**src/include/cart_loader_cfg.svh**
```systemverilog
/*
 * Cartridge loader configuration
 * Widths, ROM header offsets and the cheat download index
 */
`ifndef CART_LOADER_CFG_SVH
`define CART_LOADER_CFG_SVH

// ======================================================================
// Host download stream
// ======================================================================
`define CL_DL_ADDR_BITS      25
`define CL_DL_DATA_BITS      16
// Index reserved for cheat code files
`define CL_CODE_INDEX        255

// ======================================================================
// Masks, sectors and work RAM sweep
// ======================================================================
`define CL_MASK_BITS         24
`define CL_LBA_BITS          32
`define CL_FILL_ADDR_BITS    17

// ======================================================================
// ROM header layout
// ======================================================================
`define CL_COPIER_SKIP       512
// Internal header size fields, offsets without the copier header
`define CL_LOROM_SIZE_OFS    'h7FD6
`define CL_HIROM_SIZE_OFS    'hFFD6
`define CL_EXHIROM_SIZE_OFS  'h40FFD6
`define CL_DEFAULT_ROM_SIZE  12

`endif

```
**src/source/cart_loader_pkg.sv**
```systemverilog
/*
 * Cartridge loader shared types
 * Download beats, header word views, cheat codes and mode encodings
 */
`default_nettype none
`include "cart_loader_cfg.svh"

package cart_loader_pkg;

	// One host download write
	typedef struct packed {
		logic [`CL_DL_ADDR_BITS-1:0] addr;
		logic [`CL_DL_DATA_BITS-1:0] data;
		logic                        wr;
	} dl_beat_t;

	// Header word seen as copier header or as internal header
	typedef union packed {
		struct packed {
			logic [7:0] rom_type;
			logic [3:0] ram_size;
			logic [3:0] rom_size;
		} copier;
		struct packed {
			logic [3:0] pad;
			logic [3:0] size;
			logic [7:0] ram_byte;
		} internal;
	} dl_word_u;

	// Code layout, flags on top and replace value at the bottom
	typedef struct packed {
		logic [31:0] flags;
		logic [31:0] addr;
		logic [31:0] compare;
		logic [31:0] replace;
	} cheat_code_t;

	typedef enum logic [2:0] {
		hdr_auto      = 3'd0,
		hdr_no_header = 3'd1,
		hdr_lorom     = 3'd2,
		hdr_hirom     = 3'd3,
		hdr_exhirom   = 3'd4
	} header_mode_e;

	typedef enum logic [1:0] {
		region_auto = 2'd0,
		region_ntsc = 2'd1,
		region_pal  = 2'd2
	} region_mode_e;

	typedef enum logic [1:0] {
		pat_checker_ff00 = 2'd0,
		pat_checker_6699 = 2'd1,
		pat_fill_55      = 2'd2,
		pat_fill_ff      = 2'd3
	} init_pattern_e;

endpackage

`default_nettype wire

```
**src/source/download_router.sv**
```systemverilog
/*
 * Download router
 * Splits the host stream into cartridge and cheat writes, marks download edges
 */
`timescale 1ns/1ps
`default_nettype none
`include "cart_loader_cfg.svh"

module download_router (
	input  wire                       clk_sys,
	input  wire                       RESET,
	input  wire cart_loader_pkg::dl_beat_t dl_beat,
	input  wire [7:0]                 dl_index,
	input  wire                       dl_active,
	output cart_loader_pkg::dl_beat_t cart_beat,
	output cart_loader_pkg::dl_beat_t code_beat,
	output logic                      cart_download,
	output logic                      dl_start,
	output logic                      dl_end
);

	logic code_sel;
	logic cart_level;

	assign code_sel   = (dl_index == 8'(`CL_CODE_INDEX));
	assign cart_level = dl_active & ~code_sel;

	always_ff @(posedge clk_sys) begin
		// Payload follows the input every cycle
		cart_beat.addr <= dl_beat.addr;
		cart_beat.data <= dl_beat.data;
		code_beat.addr <= dl_beat.addr;
		code_beat.data <= dl_beat.data;

		if (RESET) begin
			cart_beat.wr  <= 1'b0;
			code_beat.wr  <= 1'b0;
			cart_download <= 1'b0;
			dl_start      <= 1'b0;
			dl_end        <= 1'b0;
		end else begin
			cart_beat.wr  <= dl_beat.wr & cart_level;
			code_beat.wr  <= dl_beat.wr & dl_active & code_sel;
			// Registered level doubles as the previous level for the edges
			cart_download <= cart_level;
			dl_start      <= cart_level & ~cart_download;
			dl_end        <= ~cart_level & cart_download;
		end
	end

endmodule

`default_nettype wire

```
**src/source/rom_header_parser.sv**
```systemverilog
/*
 * ROM header parser
 * Captures size and region fields during download, derives type, masks and PAL
 */
`timescale 1ns/1ps
`default_nettype none
`include "cart_loader_cfg.svh"

module rom_header_parser (
	input  wire                          clk_sys,
	input  wire                          RESET,
	input  wire cart_loader_pkg::dl_beat_t cart_beat,
	input  wire                          cart_download,
	input  wire cart_loader_pkg::header_mode_e header_mode,
	input  wire cart_loader_pkg::region_mode_e region_mode,
	output logic [7:0]                   rom_type,
	output logic [`CL_MASK_BITS-1:0]     rom_mask,
	output logic [`CL_MASK_BITS-1:0]     ram_mask,
	output logic                         pal
);

	import cart_loader_pkg::*;

	localparam int AW = `CL_DL_ADDR_BITS;
	localparam logic [AW-1:0] LOROM_ADDR   = AW'(`CL_LOROM_SIZE_OFS + `CL_COPIER_SKIP);
	localparam logic [AW-1:0] HIROM_ADDR   = AW'(`CL_HIROM_SIZE_OFS + `CL_COPIER_SKIP);
	localparam logic [AW-1:0] EXHIROM_ADDR = AW'(`CL_EXHIROM_SIZE_OFS + `CL_COPIER_SKIP);
	// RAM size field follows the ROM size field
	localparam logic [AW-1:0] RAM_FIELD_GAP = AW'(2);

	dl_word_u        hdr_word;
	logic [AW-1:0]   size_addr;
	logic            internal_hdr;
	logic            hdr_wr;
	logic [3:0]      rom_size;
	logic [3:0]      ram_size;
	logic [7:0]      hdr_type;
	logic            rom_region;

	assign hdr_word = cart_beat.data;
	assign hdr_wr   = cart_download & cart_beat.wr;

	always_comb begin
		internal_hdr = 1'b1;
		case (header_mode)
			hdr_lorom:   size_addr = LOROM_ADDR;
			hdr_hirom:   size_addr = HIROM_ADDR;
			hdr_exhirom: size_addr = EXHIROM_ADDR;
			default: begin
				size_addr    = '0;
				internal_hdr = 1'b0;
			end
		endcase
	end

	// ==================================================================
	// Header field capture
	// ==================================================================
	always_ff @(posedge clk_sys) begin
		if (RESET) begin
			rom_size   <= 4'(`CL_DEFAULT_ROM_SIZE);
			ram_size   <= 4'd0;
			hdr_type   <= 8'd0;
			rom_region <= 1'b0;
			pal        <= 1'b0;
		end else begin
			if (hdr_wr && cart_beat.addr == '0) begin
				rom_size <= 4'(`CL_DEFAULT_ROM_SIZE);
				ram_size <= 4'd0;
				hdr_type <= hdr_word.copier.rom_type;
				// Copier header carries both sizes in the low byte
				if (header_mode == hdr_auto && hdr_word[7:0] != 8'd0) begin
					rom_size <= hdr_word.copier.rom_size;
					ram_size <= hdr_word.copier.ram_size;
				end
			end
			if (hdr_wr && cart_beat.addr == AW'(2))
				rom_region <= hdr_word[8];
			if (hdr_wr && internal_hdr && cart_beat.addr == size_addr)
				rom_size <= hdr_word.internal.size;
			if (hdr_wr && internal_hdr && cart_beat.addr == size_addr + RAM_FIELD_GAP)
				ram_size <= hdr_word.internal.ram_byte[3:0];

			// Region is frozen while a cartridge streams in
			if (!cart_download)
				pal <= (region_mode == region_auto) ? rom_region : (region_mode == region_pal);
		end
	end

	// Derived outputs, one cycle behind the fields
	always_ff @(posedge clk_sys) begin
		rom_mask <= (`CL_MASK_BITS'(1024) << rom_size) - 1'b1;
		ram_mask <= (ram_size == 4'd0) ? '0 : (`CL_MASK_BITS'(1024) << ram_size) - 1'b1;
		case (header_mode)
			hdr_no_header, hdr_lorom: rom_type <= 8'd0;
			hdr_hirom:                rom_type <= 8'd1;
			hdr_exhirom:              rom_type <= 8'd2;
			default:                  rom_type <= hdr_type;
		endcase
	end

	// Forced modes never report a raw header type
	assert property (@(posedge clk_sys) disable iff (RESET)
		(rom_type > 8'd2) |-> ($past(header_mode) == hdr_auto));

endmodule

`default_nettype wire

```
**src/source/cheat_code_assembler.sv**
```systemverilog
/*
 * Cheat code assembler
 * Places eight download words into one code and pulses it out
 */
`timescale 1ns/1ps
`default_nettype none

module cheat_code_assembler (
	input  wire                          clk_sys,
	input  wire                          RESET,
	input  wire cart_loader_pkg::dl_beat_t code_beat,
	output cart_loader_pkg::cheat_code_t cheat_code,
	output logic                         code_valid
);

	// Word placement, low half first for every field
	always_ff @(posedge clk_sys) begin
		if (code_beat.wr) begin
			case (code_beat.addr[3:0])
				4'd0:  cheat_code.flags[15:0]    <= code_beat.data;
				4'd2:  cheat_code.flags[31:16]   <= code_beat.data;
				4'd4:  cheat_code.addr[15:0]     <= code_beat.data;
				4'd6:  cheat_code.addr[31:16]    <= code_beat.data;
				4'd8:  cheat_code.compare[15:0]  <= code_beat.data;
				4'd10: cheat_code.compare[31:16] <= code_beat.data;
				4'd12: cheat_code.replace[15:0]  <= code_beat.data;
				4'd14: cheat_code.replace[31:16] <= code_beat.data;
				default: ;
			endcase
		end
	end

	// Last word of the group releases the code
	always_ff @(posedge clk_sys) begin
		if (RESET)
			code_valid <= 1'b0;
		else
			code_valid <= code_beat.wr && (code_beat.addr[3:0] == 4'd14);
	end

endmodule

`default_nettype wire

```
**src/source/ram_clear_engine.sv**
```systemverilog
/*
 * Work RAM clear engine
 * Sweeps the fill address after a download starts and drives the init pattern
 */
`timescale 1ns/1ps
`default_nettype none
`include "cart_loader_cfg.svh"

module ram_clear_engine (
	input  wire                              clk_sys,
	input  wire                              RESET,
	input  wire                              dl_start,
	input  wire cart_loader_pkg::init_pattern_e init_pattern,
	output logic                             clearing,
	output logic [`CL_FILL_ADDR_BITS-1:0]    fill_addr,
	output logic [7:0]                       wram_fill_data
);

	import cart_loader_pkg::*;

	always_ff @(posedge clk_sys) begin
		if (RESET) begin
			clearing  <= 1'b0;
			fill_addr <= '0;
		end else if (dl_start) begin
			// A new download restarts the sweep
			clearing  <= 1'b1;
			fill_addr <= '0;
		end else if (clearing) begin
			fill_addr <= fill_addr + 1'b1;
			if (&fill_addr)
				clearing <= 1'b0;
		end else begin
			fill_addr <= '0;
		end
	end

	// Power-on patterns of the different console revisions
	always_comb begin
		case (init_pattern)
			pat_checker_ff00: wram_fill_data = (fill_addr[9] ^ fill_addr[0]) ? 8'hFF : 8'h00;
			pat_checker_6699: wram_fill_data = (fill_addr[8] ^ fill_addr[2]) ? 8'h66 : 8'h99;
			pat_fill_55:      wram_fill_data = 8'h55;
			default:          wram_fill_data = 8'hFF;
		endcase
	end

	assert property (@(posedge clk_sys) disable iff (RESET)
		!clearing |-> (fill_addr == '0));

endmodule

`default_nettype wire

```
**src/source/backup_ram_sequencer.sv**
```systemverilog
/*
 * Backup RAM sequencer
 * Enables save RAM per cartridge and steps sector transfers with the host
 */
`timescale 1ns/1ps
`default_nettype none
`include "cart_loader_cfg.svh"

module backup_ram_sequencer (
	input  wire                        clk_sys,
	input  wire                        RESET,
	input  wire                        cart_download,
	input  wire                        dl_start,
	input  wire                        dl_end,
	input  wire [`CL_MASK_BITS-1:0]    ram_mask,
	input  wire                        img_mounted,
	input  wire                        img_readonly,
	input  wire [63:0]                 img_size,
	input  wire                        bk_load,
	input  wire                        bk_save,
	input  wire                        sd_ack,
	output logic [`CL_LBA_BITS-1:0]    sd_lba,
	output logic                       sd_rd,
	output logic                       sd_wr,
	output logic                       bk_busy,
	output logic                       bk_loading,
	output logic                       bk_ena
);

	// Sectors are 512 bytes
	localparam int SECT_BITS = `CL_MASK_BITS - 9;

	logic                 old_load;
	logic                 old_save;
	logic                 old_ack;
	logic                 load_go;
	logic                 save_go;
	logic                 auto_go;
	logic                 read_run;
	logic                 ack_rise;
	logic                 ack_fall;
	logic [SECT_BITS-1:0] last_sector;

	assign load_go     = bk_load & ~old_load & bk_ena;
	assign save_go     = bk_save & ~old_save & bk_ena;
	assign auto_go     = dl_end & (|img_size) & bk_ena;
	assign read_run    = load_go | auto_go;
	assign ack_rise    = sd_ack & ~old_ack;
	assign ack_fall    = ~sd_ack & old_ack;
	assign last_sector = ram_mask[`CL_MASK_BITS-1:9];

	always_ff @(posedge clk_sys) begin
		if (RESET) begin
			old_load   <= 1'b0;
			old_save   <= 1'b0;
			old_ack    <= 1'b0;
			bk_ena     <= 1'b0;
			bk_busy    <= 1'b0;
			bk_loading <= 1'b0;
			sd_rd      <= 1'b0;
			sd_wr      <= 1'b0;
		end else begin
			old_load <= bk_load;
			old_save <= bk_save;
			old_ack  <= sd_ack;

			// Save file is mounted while the cartridge loads
			if (dl_start)
				bk_ena <= 1'b0;
			if (cart_download && img_mounted && !img_readonly)
				bk_ena <= |ram_mask;

			if (ack_rise) begin
				sd_rd <= 1'b0;
				sd_wr <= 1'b0;
			end

			if (!bk_busy) begin
				if (read_run | save_go) begin
					bk_busy    <= 1'b1;
					bk_loading <= read_run;
					sd_lba     <= '0;
					sd_rd      <= read_run;
					sd_wr      <= ~read_run;
				end
			end else if (ack_fall) begin
				if (sd_lba >= `CL_LBA_BITS'(last_sector)) begin
					bk_busy    <= 1'b0;
					bk_loading <= 1'b0;
				end else begin
					sd_lba <= sd_lba + 1'b1;
					sd_rd  <= bk_loading;
					sd_wr  <= ~bk_loading;
				end
			end
		end
	end

	assert property (@(posedge clk_sys) disable iff (RESET) !(sd_rd && sd_wr));

endmodule

`default_nettype wire

```
**src/source/cart_loader_top.sv**
```systemverilog
/*
 * Cartridge loader top level
 * Download routing, header detection, cheats, RAM clear and backup RAM
 */
`timescale 1ns/1ps
`default_nettype none
`include "cart_loader_cfg.svh"

module cart_loader_top (
	input  wire                                clk_sys,
	input  wire                                RESET,
	// Host download and menu settings
	input  wire cart_loader_pkg::dl_beat_t     dl_beat,
	input  wire [7:0]                          dl_index,
	input  wire                                dl_active,
	input  wire cart_loader_pkg::header_mode_e header_mode,
	input  wire cart_loader_pkg::region_mode_e region_mode,
	input  wire cart_loader_pkg::init_pattern_e init_pattern,
	// Save image and sector handshake
	input  wire                                img_mounted,
	input  wire                                img_readonly,
	input  wire [63:0]                         img_size,
	input  wire                                bk_load,
	input  wire                                bk_save,
	input  wire                                sd_ack,
	output logic [7:0]                         rom_type,
	output logic [`CL_MASK_BITS-1:0]           rom_mask,
	output logic [`CL_MASK_BITS-1:0]           ram_mask,
	output logic                               pal,
	output cart_loader_pkg::cheat_code_t       cheat_code,
	output logic                               code_valid,
	output logic                               clearing,
	output logic [`CL_FILL_ADDR_BITS-1:0]      fill_addr,
	output logic [7:0]                         wram_fill_data,
	output logic [`CL_LBA_BITS-1:0]            sd_lba,
	output logic                               sd_rd,
	output logic                               sd_wr,
	output logic                               bk_busy,
	output logic                               bk_loading,
	output logic                               bk_ena
);

	import cart_loader_pkg::*;

	dl_beat_t cart_beat;
	dl_beat_t code_beat;
	logic     cart_download;
	logic     dl_start;
	logic     dl_end;

	// ==================================================================
	// Download path
	// ==================================================================
	download_router router0 (
		.clk_sys, .RESET, .dl_beat, .dl_index, .dl_active,
		.cart_beat, .code_beat, .cart_download, .dl_start, .dl_end
	);

	rom_header_parser parser0 (
		.clk_sys, .RESET, .cart_beat, .cart_download, .header_mode, .region_mode,
		.rom_type, .rom_mask, .ram_mask, .pal
	);

	cheat_code_assembler cheats0 (
		.clk_sys, .RESET, .code_beat, .cheat_code, .code_valid
	);

	// ==================================================================
	// Memory init and backup RAM
	// ==================================================================
	ram_clear_engine clear0 (
		.clk_sys, .RESET, .dl_start, .init_pattern,
		.clearing, .fill_addr, .wram_fill_data
	);

	backup_ram_sequencer backup0 (
		.clk_sys, .RESET, .cart_download, .dl_start, .dl_end, .ram_mask,
		.img_mounted, .img_readonly, .img_size, .bk_load, .bk_save, .sd_ack,
		.sd_lba, .sd_rd, .sd_wr, .bk_busy, .bk_loading, .bk_ena
	);

endmodule

`default_nettype wire

```
**config.mk**
```make
export PLATFORM = sky130hd
export DESIGN_NAME = cart_loader_top
export DESIGN_NICKNAME = d
export VERILOG_FILES = /design/src/source/cart_loader_pkg.sv /design/src/source/download_router.sv /design/src/source/rom_header_parser.sv /design/src/source/cheat_code_assembler.sv /design/src/source/ram_clear_engine.sv /design/src/source/backup_ram_sequencer.sv /design/src/source/cart_loader_top.sv
export VERILOG_INCLUDE_DIRS = /design/src /design/src/include
export SDC_FILE = /design/constraint.sdc
export NUM_CORES = 1
export LEC_CHECK = 0
export ABC_CLOCK_PERIOD_IN_PS = 3930
export BUFFER_PORTS_ARGS = -buffer_cell sky130_fd_sc_hd__buf_4
export CAP_MARGIN = 5
export CORE_MARGIN = 2
export CORE_UTILIZATION = 50
export CTS_CLUSTER_DIAMETER = 30
export DETAILED_ROUTE_END_ITERATION = 7
export PLACE_DENSITY = 0.79
export RECOVER_POWER = 50
export SLEW_MARGIN = 20
export SYNTH_ARGS = -nofsm -noshare
export SYNTH_HDL_FRONTEND = slang
export SYNTH_HIERARCHICAL = 1
export SYNTH_SLANG_ARGS = --single-unit
```
**constraint.sdc**
```tcl
create_clock -name clk_sys -period 3.93 [get_ports clk_sys]
set_input_delay 0 -clock clk_sys [delete_from_list [all_inputs] [get_ports clk_sys]]
set_output_delay 0 -clock clk_sys [all_outputs]
set_load 0.1 [all_outputs]
```
==> out/metrics.csv, run 1 <==
metric,value,unit
via_per_inst,5.38,
port_buffers,367,
overflow,0,
cp_common_cell,o21ai_0,
grt_max_degree,33,
hold_class,in -> reg,
post-route-util,72.5,%
timing.critical_path.from,backup0/sd_lba[5],
crit_required,4.10,ns
die-area,23500,sq um
synth_cells,897,
drive_gt1_share,25.1,%
period_share,75.6,%
first_global_vias,8775,
htreeDepth,2,
worstSetupPathType,reg -> reg,
p_int,6.22,mW
tightest_slew,1.48,ns
dr_total_vias,8910,
p_sw_share,21.3,%
cts_buffer_depth,3,
hpwlAfterDp,21800,um
clk_latency,0.54,ns
routedWlPerCell,20.0,um
pwr_density_cell,499,nW/um^2
root_buffer,clkbuf_16,
clkPwrFrac,55.0,%
area_growth,41.9,%
antenna_found_initial,0,
irDropWorstVdd,385,uV
seqPwrFrac,41.1,%
crit_path_end_kind,register,
outcome,finished clean,
crit_arrival,3.14,ns
die_y,153,um
hold_start,header_mode[1],
maxSlewHeadroom,1.01,%
cpPeakStageDelay,0.50,ns
diodes,0,
cts_made_buffers,50,
maxCapViolations,0,
rsz0062_at_grt,no,
remaining_drc_errors,0,
r2r_start,backup0/sd_lba[5],
syn_area_per_cell,12.4,sq um
ys.warnings.count,6,
p_sw,1.68,mW
crit_chain,ha_1 -> a21oi_1 -> o21ai_0 -> a311oi_1 -> nand3_1 -> o21ai_0 -> nor2b_2 -> buf_4,
wl,33100,um
p_leak,5.99,nW
clock-sinks,288,
clk_pin_slew_worst_paths,0.06,ns
max_freq,0.337,GHz
fin_worst_skew,0.0275,ns
first_pass_iters,5,
setup_tns,0,ns
setup_viol_count_final,0,
final_cell_mix,"193 x buf_4, 160 x edfxtp_1, 150 x clkbuf_1, 128 x dfxtp_1, 72 x nand2_1",
critPathLaunchType,register,
drt_iter0_drc,539,
slowest_stage,a311oi_1,
crit_path_max_fanout,32,
nets,1484,
finalPower,7.90,mW
design_area,15800,sq um
die_w,153,um
postCtsResizedCells,0,
p_comb_share,3.9,%
cts_tree,yes,
drv_slew,0,
gr-usage-all-layers,26.9,%
mostFrequentLayoutCell,buf_4,
timing.critical_path.buf_inv,1,
crit_family,compound AO/OA/AOI/OAI gates,
rows,54,
layout_min_cycle_time,2.97,ns
core-area,21800,sq um
start_util,51.1,%
globalplace.congestion,0.886,
finalHoldViolCount,0,
pin_count,378,
grt_pass1_wl,49600,um
synth_area,11100,sq um
placed_cell_area,14000,sq um
drt.antenna.violating_nets,0,
==> per-layer routing <==
layer	track usage (%)	routed length, um
met5	0	0
met4	10.7	1030
met3	5.76	2430
met2	48.3	17200
met1	31.3	12400
==> power groups by stage <==
stage | Clock, mW | Combinational, mW | Sequential [mW]
floorplan | 0 | 0.152 | 3.29
global placement | 0 | 0.255 | 3.31
detailed placement | 0 | 0.258 | 3.31
CTS | 4.38 | 0.309 | 3.25
global route | 4.52 | 0.323 | 3.25
finish | 4.34 | 0.307 | 3.25
==> sequential cells by signal, summed over array words and instances (netlist names), 4 cells and up <==
name / cells
router0/code_beat: 42
parser0/rom_size: 4
clear0/fill_addr: 17
parser0/rom_type: 8
parser0/ram_size: 4
cheats0/cheat_code: 128
backup0/sd_lba: 32
parser0/rom_mask: 14
parser0/ram_mask: 15
parser0/hdr_type: 8
==> worst paths after layout <==
check / to / slack [ns] / cells after the start
worst max-delay path: backup0/sd_lba[18] / 0.96 / 8
worst min-delay path: parser0/rom_type[6] / 0.09 / 4
worst max register to register: backup0/sd_lba[18] / 0.96 / 8
worst min register to register: parser0/hdr_type[1] / 0.45 / 2
==> worst min-delay path, cell delays in order <==
cell	delay, ns
buf_4	0.11
nor2_1	0.07
xnor2_1	0.26
nor2b_1	0.15
==> timing repair <==
item	4_1_cts	5_1_grt
setup buffers	0	0
hold buffers	67	0
hold endpoints to repair	80	0
setup endpoints to repair	0	0
==> cell type report <==
| type | instances | area [sq um] |
|---|---|---|
| sequential | 288 | 7370 |
| fill | 1556 | 6000 |
| multi-input combinational | 512 | 3280 |
| timing repair buffer | 444 | 2960 |
| clock buffer | 63 | 1370 |
| tap | 280 | 350 |
| clock inverter | 30 | 344 |
| inverter | 39 | 146 |
==> per-stage QoR <==
step / hold WS [ns] / setup WS, ns / instances
after floorplan: 0.0277 / 0.195 / 906
after global placement: 0.105 / 1.10 / 1496
after detailed placement: 0.106 / 1.07 / 1496
after CTS: 0.0187 / 1.05 / 1656
after global routing: 0.108 / 0.836 / 1656
final: 0.0943 / 0.959 / 1656
No activity file was read; power rests on OpenSTA's default activity.
==> run 2: changes to the inputs <==
Settings changed: ABC_AREA set to 1, ABC_CLOCK_PERIOD_IN_PS 3930 to 2380, CORE_UTILIZATION 50 to 46, PLACE_DENSITY 0.79 to 0.76.
Clock period 3.93 ns to 2.38 ns, I/O delays scaled along.
==> out/metrics.csv, run 2 <==
metric,value,unit
gr-usage-all-layers,24.5,%
grt_max_degree,33,
first_global_vias,9638,
nets,1815,
hold_depth,2,
largest_reg_flops,128,
pin_count,378,
via_per_inst,4.89,
maxSlewHeadroom,6.94,%
rows,58,
cts_buffer_depth,3,
worstSetupPathType,reg -> reg,
max_freq,0.438,GHz
cts_made_buffers,49,
antenna_found_initial,1,
setup_tns,0,ns
finalHoldViolCount,0,
htreeDepth,2,
crit_path_max_fanout,16,
hold_start,dl_beat[23],
hpwlAfterDp,23900,um
final_cells,2038,
r2r_slack,0.1,ns
rsz0062_at_grt,no,
place_inst,1869,
hold_class,in -> reg,
nFillCells,2008,
drv_slew,0,
reg2reg_depth,13,
cts_tree,yes,
multi_input_area,3590,sq um
slowest_stage,edfxtp_1,
root_buffer,clkbuf_16,
crit_path_end_kind,register,
die_w,164,um
maxCapViolations,0,
outcome,finished clean,
grt_pass1_wl,50900,um
crit_arrival,2.53,ns
crit_required,2.62,ns
first_pass_iters,5,
area_growth,42.0,%
reg2reg_to,backup0/sd_lba[15],
irDropWorstVdd,652,uV
ys.warnings.count,6,
hold_ws,0.104,ns
port_buffers,367,
post-route-util,66.6,%
layout_min_cycle_time,2.28,ns
wl,34600,um
remaining_drc_errors,0,
r2r_start,backup0/sd_lba[7],
cp_common_cell,nand2_1,
final_cell_mix,"208 x buf_4, 204 x nand2_1, 184 x nor2_1, 160 x edfxtp_1, 149 x clkbuf_1",
drt_iter0_drc,601,
overflow,0,
die_y,164,um
pwr_density_cell,789,nW/um^2
drt.antenna.violating_nets,0,
dr_total_vias,9974,
synth_area,11800,sq um
period_share,96.0,%
crit_chain,ha_1 -> nand2_1 -> nor2_1 -> nand2_1 -> nand2_1 -> nor2_1 -> nand2_1 -> nand2_1 -> nand3_2 -> inv_2 -> o21ai_2 -> nor2_4 -> clkbuf_16,
clk_pin_slew_worst_paths,0.06,ns
routedWlPerCell,17.0,um
mostFrequentLayoutCell,buf_4,
hold_end,router0/code_beat[23],
clk_latency,0.56,ns
drive_gt1_share,24.4,%
synth_cells,1200,
globalplace.congestion,0.906,
cpPeakStageDelay,0.42,ns
die-area,27000,sq um
syn_area_per_cell,9.86,sq um
critPathLaunchType,register,
core-area,25300,sq um
start_util,46.9,%
register_area,7390,sq um
tightest_slew,1.40,ns
p_leak,6.96,nW
setup_viol_count_final,0,
fin_worst_skew,0.0288,ns
clock-sinks,288,
run 2: critical path, delay by kind of cell, from the launching register on:
kind	cells	cell delay, ns
and+or+nand+nor	9	0.91
DFF	1	0.42
adders and majority gates	1	0.31
buffers and inverters	2	0.30
AOI/OAI and AO/OA	1	0.06
run 2: through the flow:
stage                     cell area (sq um)  total power, mW  worst slack, ns
final                                 16800             13.3           0.0964
after global routing                  16800             13.6           0.0157
after CTS                             17300             13.3           0.0920
after detailed placement              14900             6.17            0.115
after global placement                14900             6.15            0.192
after floorplan                       11900             5.92           -0.516
run 2: worst max-delay path by stage:
stage	startpoint	endpoint	slack [ns]	cells after the start
3_3_place_gp	backup0/sd_lba[2]	backup0/sd_lba[1]	0.19	13
6_report	backup0/sd_lba[7]	backup0/sd_lba[15]	0.1	13
4_1_cts	backup0/sd_lba[2]	backup0/sd_lba[25]	0.09	13
5_1_grt	backup0/sd_lba[3]	backup0/sd_lba[15]	0.02	13
3_5_place_dp	backup0/sd_lba[2]	backup0/sd_lba[25]	0.12	13
2_1_floorplan	backup0/sd_lba[5]	backup0/sd_lba[0]	-0.52	12
run 2: power by group:
part	internal [mW]	switching (mW)	leakage, nW	total (mW)
logic	0.297	0.489	3.61	0.786
clock network	4.50	2.61	0.836	7.11
registers	5.30	0.0701	2.51	5.37
total	10.1	3.17	6.96	13.3
run 2: routing by layer:
| layer | global-route usage [%] | share of wire (%) | routed length (um) | vias up |
|---|---|---|---|---|
| met5 | 0 | 0 | 0 | - |
| met4 | 10.1 | 3.9 | 1350 | 0 |
| met3 | 5.00 | 8.1 | 2800 | 84 |
| met2 | 44.6 | 51 | 17600 | 436 |
| met1 | 28.0 | 37 | 12800 | 4587 |
| li1 | - | - | - | 4867 |
run 2: layout make-up:
| type | count | share of cell area [%] |
|---|---|---|
| clock buffer | 63 | 8.16 |
| sequential | 288 | 44.0 |
| inverter | 150 | 3.35 |
| multi-input combinational | 715 | 21.3 |
| tap | 330 | 2.46 |
| timing repair buffer | 462 | 18.7 |
| clock inverter | 29 | 2.02 |
| antenna | 1 | 0.0149 |
run 2: timing repair:
action,in CTS,in global routing
hold buffers,67,3
hold endpoints to repair,66,1
buffers inserted,0,6
resized for setup,0,0
setup endpoints to repair,0,35
==> run 3: changes to the inputs <==
Settings changed: CORE_MARGIN 2 to not set.
==> out/metrics.csv, run 3 (synthesis results as in run 2) <==
metric,value,unit
via_per_inst,4.90,
timing.critical_path.buf_inv,5,
first_global_vias,9763,
cts_buffer_depth,3,
max_freq,0.427,GHz
grt_use_met2,46.3,%
maxSlewHeadroom,8.14,%
globalplace.congestion,0.904,
clk_pin_slew_worst_paths,0.06,ns
place_inst,1866,
cp_common_cell,dlygate4sd3_1,
met1_usage,28.1,%
die_w,162,um
dr_total_vias,9957,
r2r_slack,0.17,ns
final_cells,2031,
grt_max_degree,33,
grt_pass1_wl,51100,um
slowest_stage,dlygate4sd3_1,
port_buffers,367,
r2r_start,backup0/sd_lba[1],
crit_path_end_kind,register,
die-area,26400,sq um
reg2reg_to,backup0/sd_lba[20],
pin_count,378,
drt.antenna.violating_nets,0,
finalHoldViolCount,0,
crit_required,2.81,ns
largest_reg_flops,128,
clk_latency,0.55,ns
wl,34200,um
clock-sinks,288,
drv_slew,0,
place_ws,0.192,ns
mostFrequentLayoutCell,nand2_1,
timing.critical_path.from,dl_index[1],
grt_util_met3,5.45,%
irDropWorstVdd,559,uV
core-area,25200,sq um
hpwlAfterDp,23800,um
tightest_slew,1.38,ns
worstSetupPathType,in -> reg,
finalWorstSetupSlack,0.0395,ns
fin_worst_skew,0.0327,ns
gr-usage-all-layers,25.4,%
grt_busiest_layer,met2,
antenna_found_initial,0,
p_leak,6.96,nW
setup_viol_count_final,0,
crit_path_max_fanout,2,
final_cell_mix,"204 x nand2_1, 202 x buf_4, 184 x nor2_1, 160 x edfxtp_1, 147 x clkbuf_1",
cp_num_cells,9,
hold_class,in -> reg,
drt_iter0_drc,546,
postCtsResizedCells,0,
nets,1806,
period_share,98.3,%
outcome,finished clean,
drive_gt1_share,24.4,%
start_util,47.0,%
area_growth,42.0,%
maxCapViolations,0,
reg2reg_depth,13,
worstSetupEndpoint,router0/code_beat[0],
cts_tree,yes,
post-route-util,66.7,%
hold_ws,0.110,ns
critPathLaunchType,input port,
cts_made_buffers,53,
crit_arrival,2.78,ns
crit_family,buffers and inverters,
routedWlPerCell,16.9,um
setup_tns,0,ns
crit_chain,dlygate4sd3_1 -> buf_4 -> nand2_1 -> dlygate4sd3_1 -> nor2_2 -> dlygate4sd3_1 -> nand2_2 -> dlygate4sd3_1 -> nor2_1,
rsz0062_at_grt,no,
remaining_drc_errors,0,
rows,58,
layout_min_cycle_time,2.34,ns
root_buffer,clkbuf_16,
die_y,162,um
diodes,0,
first_pass_iters,5,
overflow,0,
nFillCells,1941,
htreeDepth,2,
pwr_density_cell,811,nW/um^2
cpPeakStageDelay,0.58,ns
## run 3: cell count changes in the layout (fill, tap and decap cells not counted), moves of 3 or more
cell           previous run  this run
dlygate4sd3_1            69        66
clkinv_4                  1         4
buf_4                   208       202
clkbuf_16                52        58
clkinv_2                  5         9
clkinv_8                  3         0
## run 3: what timing repair did
item,in CTS,in global routing
hold buffers,66,0
setup buffers,0,0
hold endpoints to repair,66,0
## run 3: worst min path at each step
stage                         from               endpoint  slack (ns)  cells past startpoint
finish                 dl_beat[31]  router0/code_beat[31]        0.11                      2
detailed placement     dl_beat[30]  router0/code_beat[30]        0.11                      1
CTS                 header_mode[1]    parser0/rom_type[7]        0.06                      5
global route            dl_beat[1]   router0/code_beat[1]        0.09                      2
floorplan              dl_beat[10]  router0/code_beat[10]        0.03                      0
global placement       dl_beat[30]  router0/code_beat[30]        0.10                      1
## run 3: layer usage
metal,wire length [um],up-vias
li1,-,4852
met1,12800,4582
met2,17700,436
met3,2510,87
met4,1320,0
met5,0,-
## run 3: report_power, final
| group | internal [mW] | switching, mW |
|---|---|---|
| sequential | 5.30 | 0.0776 |
| combinational | 0.288 | 0.479 |
| clock | 4.93 | 2.55 |
| total | 10.5 | 3.11 |
## run 3: area by class of cell
type                    instances  area [sq um]  area share [%]
clock buffers                  70          1550            9.20
clock inverters                29           283            1.68
inverters                     150           563            3.35
multi-input cells             715          3590            21.3
flip-flops and latches        288          7390            44.0
well taps                     330           413            2.46
repair buffers                449          3020            18.0
## run 3: metrics by stage
| step | instance area [sq um] | power [mW] |
|---|---|---|
| floorplan | 11900 | 5.92 |
| global placement | 14800 | 6.15 |
| detailed placement | 14800 | 6.16 |
| CTS | 17300 | 13.7 |
| global route | 16800 | 14.0 |
| finish | 16800 | 13.6 |
